<file path="src/design/csr_pkg.sv">
//////////////////////////////////////////////////////////////////////
// Machine-mode CSR unit shared types and constants
// Widths, CSR addresses, funct3 codes, field masks and bus structs
//////////////////////////////////////////////////////////////////////

`default_nettype none

package csr_pkg;

    // Data path width
    localparam int XLEN = 32;

    typedef logic [XLEN-1:0] xlen_t;
    typedef logic [31:0]     inst_t;
    typedef logic [4:0]      reg_addr_t;
    typedef logic [4:0]      zimm_t;
    typedef logic [11:0]     csr_addr_t;
    typedef logic [2:0]      funct3_t;

    // Machine trap setup and handling
    localparam csr_addr_t CSR_MSTATUS  = 12'h300;
    localparam csr_addr_t CSR_MISA     = 12'h301;
    localparam csr_addr_t CSR_MIE      = 12'h304;
    localparam csr_addr_t CSR_MTVEC    = 12'h305;
    localparam csr_addr_t CSR_MSCRATCH = 12'h340;
    localparam csr_addr_t CSR_MEPC     = 12'h341;
    localparam csr_addr_t CSR_MCAUSE   = 12'h342;
    localparam csr_addr_t CSR_MTVAL    = 12'h343;
    localparam csr_addr_t CSR_MIP      = 12'h344;
    // Read-only counter halves
    localparam csr_addr_t CSR_CYCLE    = 12'hC00;
    localparam csr_addr_t CSR_TIME     = 12'hC01;
    localparam csr_addr_t CSR_CYCLEH   = 12'hC80;
    localparam csr_addr_t CSR_TIMEH    = 12'hC81;
    localparam csr_addr_t CSR_MHARTID  = 12'hF14;

    // Zicsr operation codes
    localparam funct3_t F3_CSRRW  = 3'd1;
    localparam funct3_t F3_CSRRS  = 3'd2;
    localparam funct3_t F3_CSRRC  = 3'd3;
    localparam funct3_t F3_CSRRWI = 3'd5;
    localparam funct3_t F3_CSRRSI = 3'd6;
    localparam funct3_t F3_CSRRCI = 3'd7;

    // mstatus keeps MIE (bit 3) and MPIE (bit 7) only
    localparam xlen_t MSTATUS_WMASK   = 32'h0000_0088;
    localparam int    MSTATUS_MIE_BIT = 3;

    // Interrupt bit positions, same in mie and mip
    localparam int MIP_MSIP_BIT = 3;
    localparam int MIP_MTIP_BIT = 7;
    localparam int MIP_MEIP_BIT = 11;

    // RV32I with MXL = 1
    localparam xlen_t MISA_VALUE = 32'h4000_0100;
    localparam xlen_t HART_ID    = 32'h0000_0000;

    typedef enum logic [1:0] {
        IDLE,
        COMPUTE,
        STORE
    } exec_state_t;

    // CSR write strobe
    typedef struct packed {
        logic      en;
        csr_addr_t addr;
        xlen_t     data;
    } csr_write_t;

    // Integer register write-back
    typedef struct packed {
        logic      en;
        reg_addr_t addr;
        xlen_t     data;
    } rd_write_t;

    typedef struct packed {
        logic ext;
        logic timer;
        logic sw;
    } irq_lines_t;

    // Registers the rest of the core looks at
    typedef struct packed {
        xlen_t mtvec;
        xlen_t mepc;
        xlen_t mstatus;
        logic  meip;
        logic  mtip;
        logic  msip;
    } csr_sideband_t;

endpackage

`default_nettype wire

</file>
<file path="src/design/csr_exec.sv">
//////////////////////////////////////////////////////////////////////
// CSR execution machine
// Decodes Zicsr instructions and computes write-back and new CSR value
//////////////////////////////////////////////////////////////////////

`timescale 1ns/1ps
`default_nettype none

module csr_exec
    import csr_pkg::*;
(
    input  wire        aclk,
    input  wire        aresetn,
    // Instruction bus
    input  wire        valid,
    output logic       ready,
    input  wire inst_t instbus,
    // rs1 register file port
    output reg_addr_t  rs1_addr,
    input  wire xlen_t rs1_val,
    // CSR file read port
    output logic       csr_rd_en,
    output csr_addr_t  csr_rd_addr,
    input  wire xlen_t old_val,
    // Write-back and CSR write strobe
    output rd_write_t  rd_wr,
    output csr_write_t csr_wr
);

    exec_state_t state;
    logic        accept;

    // Instruction fields
    funct3_t   funct3;
    reg_addr_t rs1;
    reg_addr_t rd;
    zimm_t     zimm;
    csr_addr_t csr_addr;

    // Fields held for the COMPUTE cycle
    funct3_t   funct3_r;
    reg_addr_t rs1_r;
    reg_addr_t rd_r;
    zimm_t     zimm_r;
    csr_addr_t csr_r;
    xlen_t     rs1_val_r;

    xlen_t     operand;
    xlen_t     new_val;
    logic      src_zero;
    logic      op_legal;
    logic      csr_we;

    //////////////////////////////////////////////////////////////////////
    // Decode
    //////////////////////////////////////////////////////////////////////

    // I-type layout with rs1 and zimm sharing bits 19:15
    assign funct3   = instbus[14:12];
    assign rs1      = instbus[19:15];
    assign rd       = instbus[11:7];
    assign zimm     = instbus[19:15];
    assign csr_addr = instbus[31:20];

    assign accept = valid && ready;

    assign rs1_addr    = rs1;
    // Old value captured by the CSR file on the acceptance edge
    assign csr_rd_en   = accept;
    assign csr_rd_addr = csr_addr;

    //////////////////////////////////////////////////////////////////////
    // State machine
    //////////////////////////////////////////////////////////////////////

    always_ff @(posedge aclk or negedge aresetn) begin
        if (!aresetn) begin
            state <= IDLE;
            ready <= 1'b0;
        end else begin
            case (state)
                IDLE: begin
                    if (accept) begin
                        state <= COMPUTE;
                        ready <= 1'b0;
                    end else begin
                        ready <= 1'b1;
                    end
                end
                // Write-back and CSR strobe go out here
                COMPUTE: state <= STORE;
                STORE: begin
                    state <= IDLE;
                    ready <= 1'b1;
                end
                default: begin
                    state <= IDLE;
                    ready <= 1'b0;
                end
            endcase
        end
    end

    always_ff @(posedge aclk) begin
        if (accept) begin
            funct3_r  <= funct3;
            rs1_r     <= rs1;
            rd_r      <= rd;
            zimm_r    <= zimm;
            csr_r     <= csr_addr;
            rs1_val_r <= rs1_val;
        end
    end

    //////////////////////////////////////////////////////////////////////
    // New value
    //////////////////////////////////////////////////////////////////////

    always_comb begin
        // Bit 2 selects the zero-extended immediate forms
        operand  = funct3_r[2] ? xlen_t'(zimm_r) : rs1_val_r;
        src_zero = funct3_r[2] ? (zimm_r == '0) : (rs1_r == '0);
        new_val  = operand;
        op_legal = 1'b1;
        csr_we   = 1'b1;
        case (funct3_r)
            F3_CSRRW, F3_CSRRWI: new_val = operand;
            F3_CSRRS, F3_CSRRSI: begin
                new_val = old_val | operand;
                csr_we  = !src_zero;
            end
            // Clear the mask bits
            F3_CSRRC, F3_CSRRCI: begin
                new_val = old_val & ~operand;
                csr_we  = !src_zero;
            end
            default: begin
                op_legal = 1'b0;
                csr_we   = 1'b0;
            end
        endcase
    end

    assign rd_wr = '{
        en:   (state == COMPUTE) && op_legal,
        addr: rd_r,
        data: old_val
    };

    assign csr_wr = '{
        en:   (state == COMPUTE) && csr_we,
        addr: csr_r,
        data: new_val
    };

endmodule

`default_nettype wire

</file>
<file path="src/design/csr_file.sv">
//////////////////////////////////////////////////////////////////////
// Machine CSR storage, time counter and registered read port
//////////////////////////////////////////////////////////////////////

`timescale 1ns/1ps
`default_nettype none

module csr_file
    import csr_pkg::*;
(
    input  wire             aclk,
    input  wire             aresetn,
    // Read port from the execution machine
    input  wire             csr_rd_en,
    input  wire csr_addr_t  csr_rd_addr,
    output xlen_t           old_val,
    // CSR write strobe
    input  wire csr_write_t csr_wr,
    // Pending bits from the interrupt block
    input  wire xlen_t      mip,
    output logic            mstatus_mie,
    output xlen_t           mie,
    // Sideband to the core
    output csr_sideband_t   csr_sb
);

    xlen_t       mstatus;
    xlen_t       mtvec;
    xlen_t       mscratch;
    xlen_t       mepc;
    xlen_t       mcause;
    xlen_t       mtval;
    logic [63:0] time_cnt;
    xlen_t       rd_mux;

    //////////////////////////////////////////////////////////////////////
    // Writable registers
    //////////////////////////////////////////////////////////////////////

    // Each register decodes only its own address
    always_ff @(posedge aclk or negedge aresetn) begin
        if (!aresetn) begin
            mstatus  <= '0;
            mie      <= '0;
            mtvec    <= '0;
            mscratch <= '0;
            mepc     <= '0;
            mcause   <= '0;
            mtval    <= '0;
        end else if (csr_wr.en) begin
            case (csr_wr.addr)
                // Only MIE and MPIE stick
                CSR_MSTATUS:  mstatus  <= csr_wr.data & MSTATUS_WMASK;
                CSR_MIE:      mie      <= csr_wr.data;
                CSR_MTVEC:    mtvec    <= csr_wr.data;
                CSR_MSCRATCH: mscratch <= csr_wr.data;
                // IALIGN = 32
                CSR_MEPC:     mepc     <= {csr_wr.data[XLEN-1:2], 2'b00};
                CSR_MCAUSE:   mcause   <= csr_wr.data;
                CSR_MTVAL:    mtval    <= csr_wr.data;
                default: ;
            endcase
        end
    end

    assign mstatus_mie = mstatus[MSTATUS_MIE_BIT];

    //////////////////////////////////////////////////////////////////////
    // Time counter
    //////////////////////////////////////////////////////////////////////

    // Free-running count read by both cycle and time
    always_ff @(posedge aclk or negedge aresetn) begin
        if (!aresetn) begin
            time_cnt <= '0;
        end else begin
            time_cnt <= time_cnt + 64'd1;
        end
    end

    //////////////////////////////////////////////////////////////////////
    // Read port
    //////////////////////////////////////////////////////////////////////

    always_comb begin
        case (csr_rd_addr)
            CSR_MSTATUS:  rd_mux = mstatus;
            CSR_MISA:     rd_mux = MISA_VALUE;
            CSR_MIE:      rd_mux = mie;
            CSR_MTVEC:    rd_mux = mtvec;
            CSR_MSCRATCH: rd_mux = mscratch;
            CSR_MEPC:     rd_mux = mepc;
            CSR_MCAUSE:   rd_mux = mcause;
            CSR_MTVAL:    rd_mux = mtval;
            CSR_MIP:      rd_mux = mip;
            CSR_CYCLE,
            CSR_TIME:     rd_mux = time_cnt[31:0];
            CSR_CYCLEH,
            CSR_TIMEH:    rd_mux = time_cnt[63:32];
            CSR_MHARTID:  rd_mux = HART_ID;
            // Unknown address reads zero
            default:      rd_mux = '0;
        endcase
    end

    // Sampled on the acceptance edge
    always_ff @(posedge aclk) begin
        if (csr_rd_en) begin
            old_val <= rd_mux;
        end
    end

    //////////////////////////////////////////////////////////////////////
    // Sideband
    //////////////////////////////////////////////////////////////////////

    assign csr_sb = '{
        mtvec:   mtvec,
        mepc:    mepc,
        mstatus: mstatus,
        meip:    mip[MIP_MEIP_BIT],
        mtip:    mip[MIP_MTIP_BIT],
        msip:    mip[MIP_MSIP_BIT]
    };

endmodule

`default_nettype wire

</file>
<file path="src/design/irq_pending.sv">
//////////////////////////////////////////////////////////////////////
// Interrupt line synchroniser and mip pending register
//////////////////////////////////////////////////////////////////////

`timescale 1ns/1ps
`default_nettype none

module irq_pending
    import csr_pkg::*;
(
    input  wire             aclk,
    input  wire             aresetn,
    // Asynchronous interrupt lines
    input  wire irq_lines_t irqs,
    // Enables from the CSR file
    input  wire             mstatus_mie,
    input  wire xlen_t      mie,
    input  wire csr_write_t csr_wr,
    output xlen_t           mip
);

    irq_lines_t irq_meta;
    irq_lines_t irq_sync;
    logic       irq_any;

    // Two flops per line
    always_ff @(posedge aclk or negedge aresetn) begin
        if (!aresetn) begin
            irq_meta <= '0;
            irq_sync <= '0;
        end else begin
            irq_meta <= irqs;
            irq_sync <= irq_meta;
        end
    end

    assign irq_any = irq_sync.ext | irq_sync.timer | irq_sync.sw;

    //////////////////////////////////////////////////////////////////////
    // Pending bits
    //////////////////////////////////////////////////////////////////////

    // Lines win over a CSR write; bits hold once all lines drop
    always_ff @(posedge aclk or negedge aresetn) begin
        if (!aresetn) begin
            mip <= '0;
        end else if (irq_any) begin
            mip[MIP_MEIP_BIT] <= mstatus_mie & mie[MIP_MEIP_BIT] & irq_sync.ext;
            mip[MIP_MTIP_BIT] <= mstatus_mie & mie[MIP_MTIP_BIT] & irq_sync.timer;
            mip[MIP_MSIP_BIT] <= mstatus_mie & mie[MIP_MSIP_BIT] & irq_sync.sw;
        end else if (csr_wr.en && (csr_wr.addr == CSR_MIP)) begin
            mip <= csr_wr.data;
        end
    end

endmodule

`default_nettype wire

</file>
<file path="src/design/csr_top.sv">
//////////////////////////////////////////////////////////////////////
// Machine-mode CSR unit top level
//////////////////////////////////////////////////////////////////////

`timescale 1ns/1ps
`default_nettype none

module csr_top
    import csr_pkg::*;
(
    input  wire             aclk,
    input  wire             aresetn,
    // Instruction bus
    input  wire             valid,
    output logic            ready,
    input  wire inst_t      instbus,
    // Register file ports
    output reg_addr_t       rs1_addr,
    input  wire xlen_t      rs1_val,
    output rd_write_t       rd_wr,
    // Interrupts and sideband
    input  wire irq_lines_t irqs,
    output csr_sideband_t   csr_sb
);

    logic       csr_rd_en;
    csr_addr_t  csr_rd_addr;
    xlen_t      old_val;
    csr_write_t csr_wr;
    logic       mstatus_mie;
    xlen_t      mie;
    xlen_t      mip;

    csr_exec csr_exec_i (
        .aclk        (aclk),
        .aresetn     (aresetn),
        .valid       (valid),
        .ready       (ready),
        .instbus     (instbus),
        .rs1_addr    (rs1_addr),
        .rs1_val     (rs1_val),
        .csr_rd_en   (csr_rd_en),
        .csr_rd_addr (csr_rd_addr),
        .old_val     (old_val),
        .rd_wr       (rd_wr),
        .csr_wr      (csr_wr)
    );

    csr_file csr_file_i (
        .aclk        (aclk),
        .aresetn     (aresetn),
        .csr_rd_en   (csr_rd_en),
        .csr_rd_addr (csr_rd_addr),
        .old_val     (old_val),
        .csr_wr      (csr_wr),
        .mip         (mip),
        .mstatus_mie (mstatus_mie),
        .mie         (mie),
        .csr_sb      (csr_sb)
    );

    // mip writes come through the same strobe
    irq_pending irq_pending_i (
        .aclk        (aclk),
        .aresetn     (aresetn),
        .irqs        (irqs),
        .mstatus_mie (mstatus_mie),
        .mie         (mie),
        .csr_wr      (csr_wr),
        .mip         (mip)
    );

endmodule

`default_nettype wire

</file>
<file path="config.mk">
export PLATFORM = sky130hd
export DESIGN_NAME = csr_top
export DESIGN_NICKNAME = d
export VERILOG_FILES = /design/src/design/csr_pkg.sv /design/src/design/csr_exec.sv /design/src/design/csr_file.sv /design/src/design/irq_pending.sv /design/src/design/csr_top.sv
export SDC_FILE = /design/constraint.sdc
export NUM_CORES = 1
export LEC_CHECK = 0
export BUFFER_PORTS_ARGS = -buffer_cell sky130_fd_sc_hd__buf_2
export CAP_MARGIN = 20
export CORE_MARGIN = 2
export CORE_UTILIZATION = 35
export CTS_BUF_LIST = sky130_fd_sc_hd__clkbuf_4 sky130_fd_sc_hd__clkbuf_8
export DETAILED_ROUTE_END_ITERATION = 8
export GPL_ROUTABILITY_DRIVEN = 0
export GPL_TIMING_DRIVEN = 1
export PLACE_DENSITY = 0.56
export SLEW_MARGIN = 40
export SYNTH_ARGS = -nofsm -noshare
export SYNTH_HDL_FRONTEND = slang
export SYNTH_SLANG_ARGS = --single-unit
</file>
<file path="constraint.sdc">
create_clock -name aclk -period 9.2 [get_ports aclk]
set_input_delay 0.92 -clock aclk [delete_from_list [all_inputs] [get_ports aclk]]
set_output_delay 0.92 -clock aclk [all_outputs]
set_load 0.01 [all_outputs]
</file>
* Yosys cells after proc, flatten, opt, wreduce, memory -nomap -nowiden
Cells that the tools add are included.
Storage, ports and cells: input port bits 70, word-level logic and storage cells 103, flip-flop bits (word level) 386, output and inout port bits 143
Cells by class: mux-type cells 13, reduce and logical (&&, ||, !) cells 23, bitwise logic cells 12, $add $sub $neg 1, equal/unequal tests 30
Operators by type and width (number):
- $pmux W32 S11 | 1
- $eq A12 B10 Y1 const B | 17
- $add A64 B1 Y64 const B | 1
- $pmux W32 S2 | 1
- $eq A12 B12 Y1 const B | 4
- $and A32 B32 Y32 | 1
- $mux W32 | 1
- $not A32 Y32 | 1
- $or A32 B32 Y32 | 1
- $reduce_and A2 Y1 | 8
- $mux W12 | 1
- $reduce_or A2 Y1 | 5
- $eq A3 B3 Y1 const B | 3
- $and A1 B1 Y1 | 6
- $eq A3 B2 Y1 const B | 2
- $reduce_or A6 Y1 | 1
- $logic_not A5 Y1 | 1
- $mux W1 | 5
- $logic_and A1 B1 Y1 | 4
- $pmux W2 S2 | 1
- $reduce_or A4 Y1 | 1
- $eq A3 B1 Y1 const B | 1
- $pmux W1 S3 | 1
- $eq A2 B1 Y1 const B | 1
- 9 further kinds | 10

* Longest topological paths before layout
Gate-level depths: netlist of the first run.
word-level depth 7, mapped depth 8, depth with buffers taken out 6

* Modules after synthesis
A second synthesis of the first run with hierarchy kept.
Second synthesis, totals: cells, all modules 1407, area, all modules 18195.0 um^2
By module, submodules not included:
- csr_file | seq. area each 7367.1 um^2, area an instance 13720.7 um^2, times used 1, cells an instance 1089
- csr_exec | seq. area each 1786.7 um^2, area an instance 3025.4 um^2, times used 1, cells an instance 228
- irq_pending | seq. area each 950.9 um^2, area an instance 1448.9 um^2, times used 1, cells an instance 90

* Worst setup path after synthesis of the first run
OpenSTA, ideal clock, no wires.
kind input port to flip-flop, from input valid, to register csr_exec_i.ready, library setup time 130 ps, required time 9070 ps, cell stages on the path 3, data arrival time 3394 ps, path slack 5676 ps, path buffers 0, path through and2_1 nor3b_1 a21oi_1
On the way: longest elaborated chain between the ends 3
RTL lines:
- start: declaration | RTL line csr_top.sv:14 | input wire valid,
- $logic_and A1 B1 Y1 | RTL line csr_exec.sv:65 | assign accept = valid && ready;
- $mux W1 | RTL line csr_exec.sv:83 | if (accept) begin
- $pmux W1 S3 | RTL line csr_exec.sv:81 | case (state)
- end signal: assignment | RTL line csr_exec.sv:79 | ready <= 1'b0;
- end signal: assignment | RTL line csr_exec.sv:85 | ready <= 1'b0;
- end signal: assignment | RTL line csr_exec.sv:87 | ready <= 1'b1;
- end: declaration | RTL line csr_exec.sv:16 | output logic ready,
No other way between the ends. A chain may end at the register's enable or synchronous reset.

* Worst setup path after layout of the first run
from input instbus[27], to register csr_file_i.old_val[18] (data pin)
On the way: longest elaborated chain between the ends 3, elaborated cells on any way between the ends 16, those cells by class eq/ne (13); mux (1); reduce/logical (2)
RTL lines:
- start: declaration | RTL line csr_top.sv:16 | input wire inst_t instbus,
- $eq A12 B12 Y1 | RTL line csr_file.sv:86 | case (csr_rd_addr)
- $reduce_or A2 Y1 | RTL line csr_file.sv:86
- $pmux W32 S11 * | RTL line csr_file.sv:86
- named net csr_file_i.rd_mux[18] | RTL line csr_file.sv:34 | xlen_t rd_mux;
- end signal: assignment | RTL line csr_file.sv:109 | old_val <= rd_mux;
- end: declaration | RTL line csr_file.sv:16 | output xlen_t old_val,
The timed path passes the listed nets; every way through them passes the cells marked *.

==> results of run 1 <==
-- kinds of logic (layout without fill, tap and decap cells) --
logic type,Yosys count,in the layout,synth area share (%)
mux,294,294,18.5
xor+xnor,62,62,3.08
compound gates,195,195,8.49
buf+inv,157,357,4.66
fa+ha+maj,1,1,0.0709
simple gates,253,253,7.89
flops,386,386,57.3
other cells,1,33,0.0213
-- where the power goes --
| part | internal [mW] | switching, mW | total, mW |
|---|---|---|---|
| Sequential | 1.85 | 0.0434 | 1.89 |
| Clock | 0.968 | 0.732 | 1.70 |
| Combinational | 0.0921 | 0.272 | 0.364 |
-- synthesized netlist by cell type (5+ instances only) --
cell type  instances  area share, %
a221oi_1           8           0.40
nor2_1            33           0.70
inv_1             32           0.68
mux2_1            67            4.3
a22oi_1           24            1.0
o21ai_0            9           0.26
nor3_1            37            1.0
and3_1            13           0.46
mux2_2           186             12
nor4_1             5           0.18
o221ai_1          15           0.74
xnor2_1           27            1.3
a222oi_1          13           0.74
or3_1             12           0.43
o211ai_1          28            1.2
a31oi_1            7           0.25
clkbuf_1          50            1.1
xor2_1            35            1.7
and2_1             8           0.28
buf_2             24           0.68
nand3_1           49            1.4
o2111ai_1         11           0.55
a32oi_1            8           0.40
nand2_1           40           0.85
o31ai_1           27            1.1
buf_4             42            1.8
edfxtp_1          89             15
a22o_1            13           0.65
nand4_1           22           0.78
a311o_1            5           0.28
dfrtp_1          297             42
a21oi_1           20           0.57
mux2i_1           39            2.2
nand2b_1           6           0.21
buf_6              6           0.38
nor4b_1            6           0.30
-- through the flow --
stage | hold WS [ps] | worst slack [ps] | instances
6_report | 191 | 5730 | 2253
5_1_grt | 148 | 5700 | 2253
4_1_cts | 147 | 5860 | 2251
3_5_place_dp | 354 | 5150 | 2126
3_3_place_gp | 343 | 4730 | 2123
2_1_floorplan | 331 | 5680 | 1380
-- registers in the layout, summed over array words and instances, names as in the netlist, 12 cells and up --
signal                count
csr_file_i.time_cnt      64
csr_exec_i.rs1_val_r     32
csr_file_i.mcause        32
csr_file_i.mie           32
csr_file_i.mscratch      32
csr_file_i.mtval         32
csr_file_i.mtvec         32
csr_file_i.old_val       32
irq_pending_i.mip        32
csr_file_i.mepc          30
csr_exec_i.csr_r         12
-- path summary, 6_finish.rpt --
| check | start | endpoint | slack, ps |
|---|---|---|---|
| worst max-delay path | instbus[27] | csr_file_i.old_val[18]$_DFFE_PP_ | 5730 |
| worst min-delay path | aresetn | csr_file_i.mepc[20]$_DFFE_PN0P_ | 190 |
| worst max register to register | csr_exec_i.funct3_r[1]$_DFFE_PP_ | csr_file_i.mtval[11]$_DFFE_PN0P_ | 6000 |
| worst min register to register | irq_pending_i.irq_meta[1]$_DFF_PN0_ | irq_pending_i.irq_sync[1]$_DFF_PN0_ | 360 |
| max in group asynchronous | aresetn | csr_file_i.time_cnt[3]$_DFF_PN0_ | 7730 |
| min in group aclk | irq_pending_i.irq_meta[1]$_DFF_PN0_ | irq_pending_i.irq_sync[1]$_DFF_PN0_ | 360 |
-- metal layers --
metal / track usage [%] / up-vias / wire, um
met5: 0 / - / 0
met4: 5.92 / 0 / 1070
met3: 4.22 / 79 / 2850
met2: 31.2 / 385 / 23600
met1: 27.2 / 6232 / 23200
li1: - / 5367 / -
-- area by class of cell --
class | count | area (um2) | share of cell area, %
Timing Repair Buffer | 200 | 1170 | 5.65
Clock buffer | 112 | 1370 | 6.60
Tap cell | 672 | 841 | 4.06
Multi-Input combinational cell | 837 | 7010 | 33.9
Clock inverter | 13 | 97.6 | 0.471
Sequential cell | 386 | 10100 | 48.8
Antenna cell | 1 | 2.50 | 0.0121
Inverter | 32 | 120 | 0.580
-- critical path: stages --
cell	delay (ps)
buf_4	270
nor3_1	660
nand3_1	620
nor2_2	700
buf_4	410
a222oi_1	170
o221ai_1	130
-- cell usage in the layout, fill, tap and decap left out, types with 16 or more instances in the layout --
| cell type | netlist | routed |
|---|---|---|
| dfrtp_1 | 297 | 297 |
| mux2_2 | 186 | 186 |
| buf_2 | 24 | 171 |
| edfxtp_1 | 89 | 89 |
| clkbuf_8 | 0 | 84 |
| mux2_1 | 67 | 67 |
| nand3_1 | 49 | 48 |
| nand2_1 | 40 | 40 |
| mux2i_1 | 39 | 39 |
| xor2_1 | 35 | 35 |
| nor3_1 | 37 | 34 |
| inv_1 | 32 | 32 |
| conb_1 | 1 | 32 |
| nor2_1 | 33 | 29 |
| o211ai_1 | 28 | 28 |
| clkbuf_4 | 0 | 28 |
| xnor2_1 | 27 | 27 |
| a22oi_1 | 24 | 24 |
| nand4_1 | 22 | 22 |
| buf_4 | 42 | 22 |
| a21oi_1 | 20 | 20 |
| o31ai_1 | 27 | 16 |
==> metrics.cfg, run 1 <==
[status]
status=finished, final reports clean

[logic_synthesis]
netlist_area_mm2=0.0176
synth_edf_count=89
synth_seq_cells=386
synth.distinct_cells=56
synth_area_per_cell_um2=13.1
yosys_warnings=0
ys_async_sr_fraction_pct=76.9
synth_flop_cell=dfrtp_1
synth-seq-area-share_pct=57.3
syn_inst=1349

[timing]
slew_violations=0
tightest_slew_ps=844
fmax_ghz=0.288
worst_clock_skew_ps=33.9
hold_viol=0
rsz0062_at_grt=no
tns_ps=0
setup_viol=0
period_share_pct=37.7
layout_min_cycle_time_ps=3470
relSlewSlack_pct=43.7

[layout]
finalNetCount=1597
drive_gt1_share_pct=34.2
syn2layout_area_growth_pct=17.4
fin_util_pct=41.5
fin_area_mm2=0.0207
fillers=4676

[detailed_routing]
dr.pass1.iters=6
routed_wl_um=50700
wl_per_cell_um=22.5
drc=0
first_iter_violations=874
ant_nets=0
vias=12100
via_per_inst=5.35

[critical_path]
path_class=in2reg
crit_arrival_ps=3900
critPathCaptureType=register
reg2reg_depth=7
crit_fanout=36
cp.required_ps=9630
startpoint_type=input pin

[job]
drv_cap=0

[cts]
numCtsBuffers=69
path_clk_slew_ps=60
root_buffer=clkbuf_8
cts-resized-gates=0
clock_latency_ps=640
cts_sinks=386
cts_buffer_depth=3
hold_buffers=0
postCtsSetupBuffers=0
cts_tree=yes
htree_levels=3

[die]
io-pin-count=213
fp-row-count=82
die_x_um=229
dieArea_mm2=0.0522
fp.coreArea_mm2=0.0500
start_util_pct=35.3
die_y_um=229

[worst_hold_path]
holdCritPathClass=in2async

[global_route]
grt_max_degree=148
grt_pass1_wl_um=78800
antenna_found_initial=1
grt_usage_pct=19.7
gr-total-overflow=0
grt_pass1_vias=12700

[placement]
dpl.hpwl_um=31800
place.port_buffers=173
placed_cell_area_mm2=0.0192

[pwr]
power_density_mw_per_mm2=191
power.total_mw=3.96
ir_drop_v=0.000104
leakage_nw=9.68

No activity file was read; power rests on OpenSTA's default activity.
==> run 2: changes to the inputs <==
==> constraint.sdc (replaced) <==
create_clock -name aclk -period 3.4 [get_ports aclk]
set_input_delay 0.34 -clock aclk [delete_from_list [all_inputs] [get_ports aclk]]
set_output_delay 0.34 -clock aclk [all_outputs]
set_load 0.01 [all_outputs]
==> run 2 against run 1 <==
Compared with the run above: critical path depth unchanged; sequential share of layout area decreased by 1.4 points; core utilization increased by 1.3 points; via count increased by 1.8%; clock power increased to 2.7 times the previous value; count of clock-buffer cells in the layout decreased by 1; register-to-register slack got worse by 5400 ps; combinational power increased to 2.8 times the previous value; flip-flop and latch count unchanged; non-clock buffer count increased by 78; sequential power increased to 2.7 times the previous value; largest cell class unchanged; largest power group unchanged.
==> metrics.cfg, run 2 (synthesized netlist as in run 1, its figures left out) <==
[timing]
setup_viol=0
slew_violations=0
relSlewSlack_pct=41.6
tightest_slew_ps=869
hold_viol=0
period_share_pct=82.6
layout_min_cycle_time_ps=2810
hold_slack_ps=67.1
fmax_ghz=0.356
worst_clock_skew_ps=34.8
rsz0062_at_grt=no
tns_ps=0
setup_slack_ps=593

[die]
dieArea_mm2=0.0522
start_util_pct=35.3
fp.coreArea_mm2=0.0500
io-pin-count=213
fp-row-count=82
die_x_um=229
die_y_um=229

[global_route]
grt_pass1_wl_um=78600
gr-total-overflow=0
grt_pass1_vias=12600
antenna_found_initial=1
grt_usage_pct=19.7
grt_max_degree=105

[status]
status=finished, final reports clean

[cts]
cts_sinks=386
root_buffer=clkbuf_8
htree_levels=3
path_clk_slew_ps=60
numCtsBuffers=68
postCtsSetupBuffers=0
cts_tree=yes
clock_latency_ps=640
cts-resized-gates=0
hold_buffers=55
cts_buffer_depth=3

[layout]
final_cell_mix=dfrtp_1, mux2_2, buf_2
finalNetCount=1674
syn2layout_area_growth_pct=20.9
largest_register_ffs=64
layout_commonest_cell=dfrtp_1
fin_area_mm2=0.0213
layout.cells.non_filler=2330
drive_gt1_share_pct=33.6
largest-register=csr_file_i.time_cnt

[pwr]
leakage_nw=9.99
comb_power_share_pct=9.7
ir_drop_v=0.000389
power_density_mw_per_mm2=500
switching_share_pct=26.4
p_seq_share_pct=47.8
p_sw_mw=2.81
clock_power_share_pct=42.5
intPower_mw=7.86

[detailed_routing]
first_iter_violations=877
via_per_inst=5.27
dr.pass1.iters=6
ant_nets=0
routed_wl_um=51100
wl_per_cell_um=21.9
vias=12300
drc=0

[critical_path]
slowest_stage=buf_4
critPathCaptureType=register
startpoint_type=register
crit_fanout=34
crit_chain=buf_4 -> nand2b_1 -> nand3_1 -> nand4_2 -> nor4_4 -> buf_4 -> mux2_2
crit_arrival_ps=3300
cp.required_ps=3890
critical_path.most_common_cell=buf_4
slowest_delay_ps=530
path_class=reg2reg

[worst_hold_path]
holdCritPathClass=in2reg

[placement]
dp_worst_setup_slack_ps=606
placedCellCount=2149
placed_cell_area_mm2=0.0193
dpl.hpwl_um=32600
place.port_buffers=173

[job]
drv_cap=0

run 2: worst max-delay path, delay by kind of cell (launching register included):
kind | cells | cell delay (ps)
and+or+nand+nor | 4 | 1020
buffers and inverters | 2 | 850
muxes | 1 | 400
DFF | 1 | 380
run 2: area by class of cell:
| class | count | area, um2 |
|---|---|---|
| tap | 672 | 841 |
| fill | 4714 | 28600 |
| inverter | 32 | 120 |
| sequential | 386 | 10100 |
| timing repair buffer | 278 | 1910 |
| multi-input combinational | 837 | 6930 |
| antenna | 1 | 2.50 |
| clock buffer | 111 | 1330 |
| clock inverter | 13 | 105 |
run 2: per-layer routing:
| layer | GRT usage [%] | routed length, um |
|---|---|---|
| met5 | 0 | 0 |
| met4 | 4.94 | 810 |
| met3 | 4.08 | 2800 |
| met2 | 31.6 | 24200 |
| met1 | 27.3 | 23400 |
run 2: stage by stage:
step,power [mW],util (%)
2_1_floorplan,5.69,-
3_3_place_gp,6.14,38.6
3_5_place_dp,6.18,38.6
4_1_cts,10.8,42.6
5_1_grt,11.1,42.7
6_report,10.7,42.7
run 2: power groups by stage:
| stage | Sequential [mW] | Clock [mW] | Combinational, mW |
|---|---|---|---|
| after global routing | 5.13 | 4.87 | 1.13 |
| after detailed placement | 5.19 | 0 | 0.983 |
| after global placement | 5.19 | 0 | 0.955 |
| after floorplan | 5.21 | 0 | 0.482 |
| final | 5.11 | 4.54 | 1.03 |
| after CTS | 5.11 | 4.64 | 1.03 |
run 2: path summary, 6_finish.rpt:
| kind | endpoint | cells past startpoint | slack (ps) | from |
|---|---|---|---|---|
| worst max register to register | csr_file_i.mscratch[24]$_DFFE_PN0P_ | 7 | 590 | csr_exec_i.funct3_r[1]$_DFFE_PP_ |
| worst min-delay path | csr_exec_i.csr_r[6]$_DFFE_PP_ | 1 | 70 | instbus[26] |
| worst max-delay path | csr_file_i.mscratch[24]$_DFFE_PN0P_ | 7 | 590 | csr_exec_i.funct3_r[1]$_DFFE_PP_ |
| worst min register to register | irq_pending_i.irq_sync[2]$_DFF_PN0_ | 0 | 350 | irq_pending_i.irq_meta[2]$_DFF_PN0_ |
| max in group asynchronous | csr_file_i.mcause[24]$_DFFE_PN0P_ | 4 | 2200 | aresetn |
| min in group asynchronous | csr_file_i.mtval[12]$_DFFE_PN0P_ | 2 | 190 | aresetn |
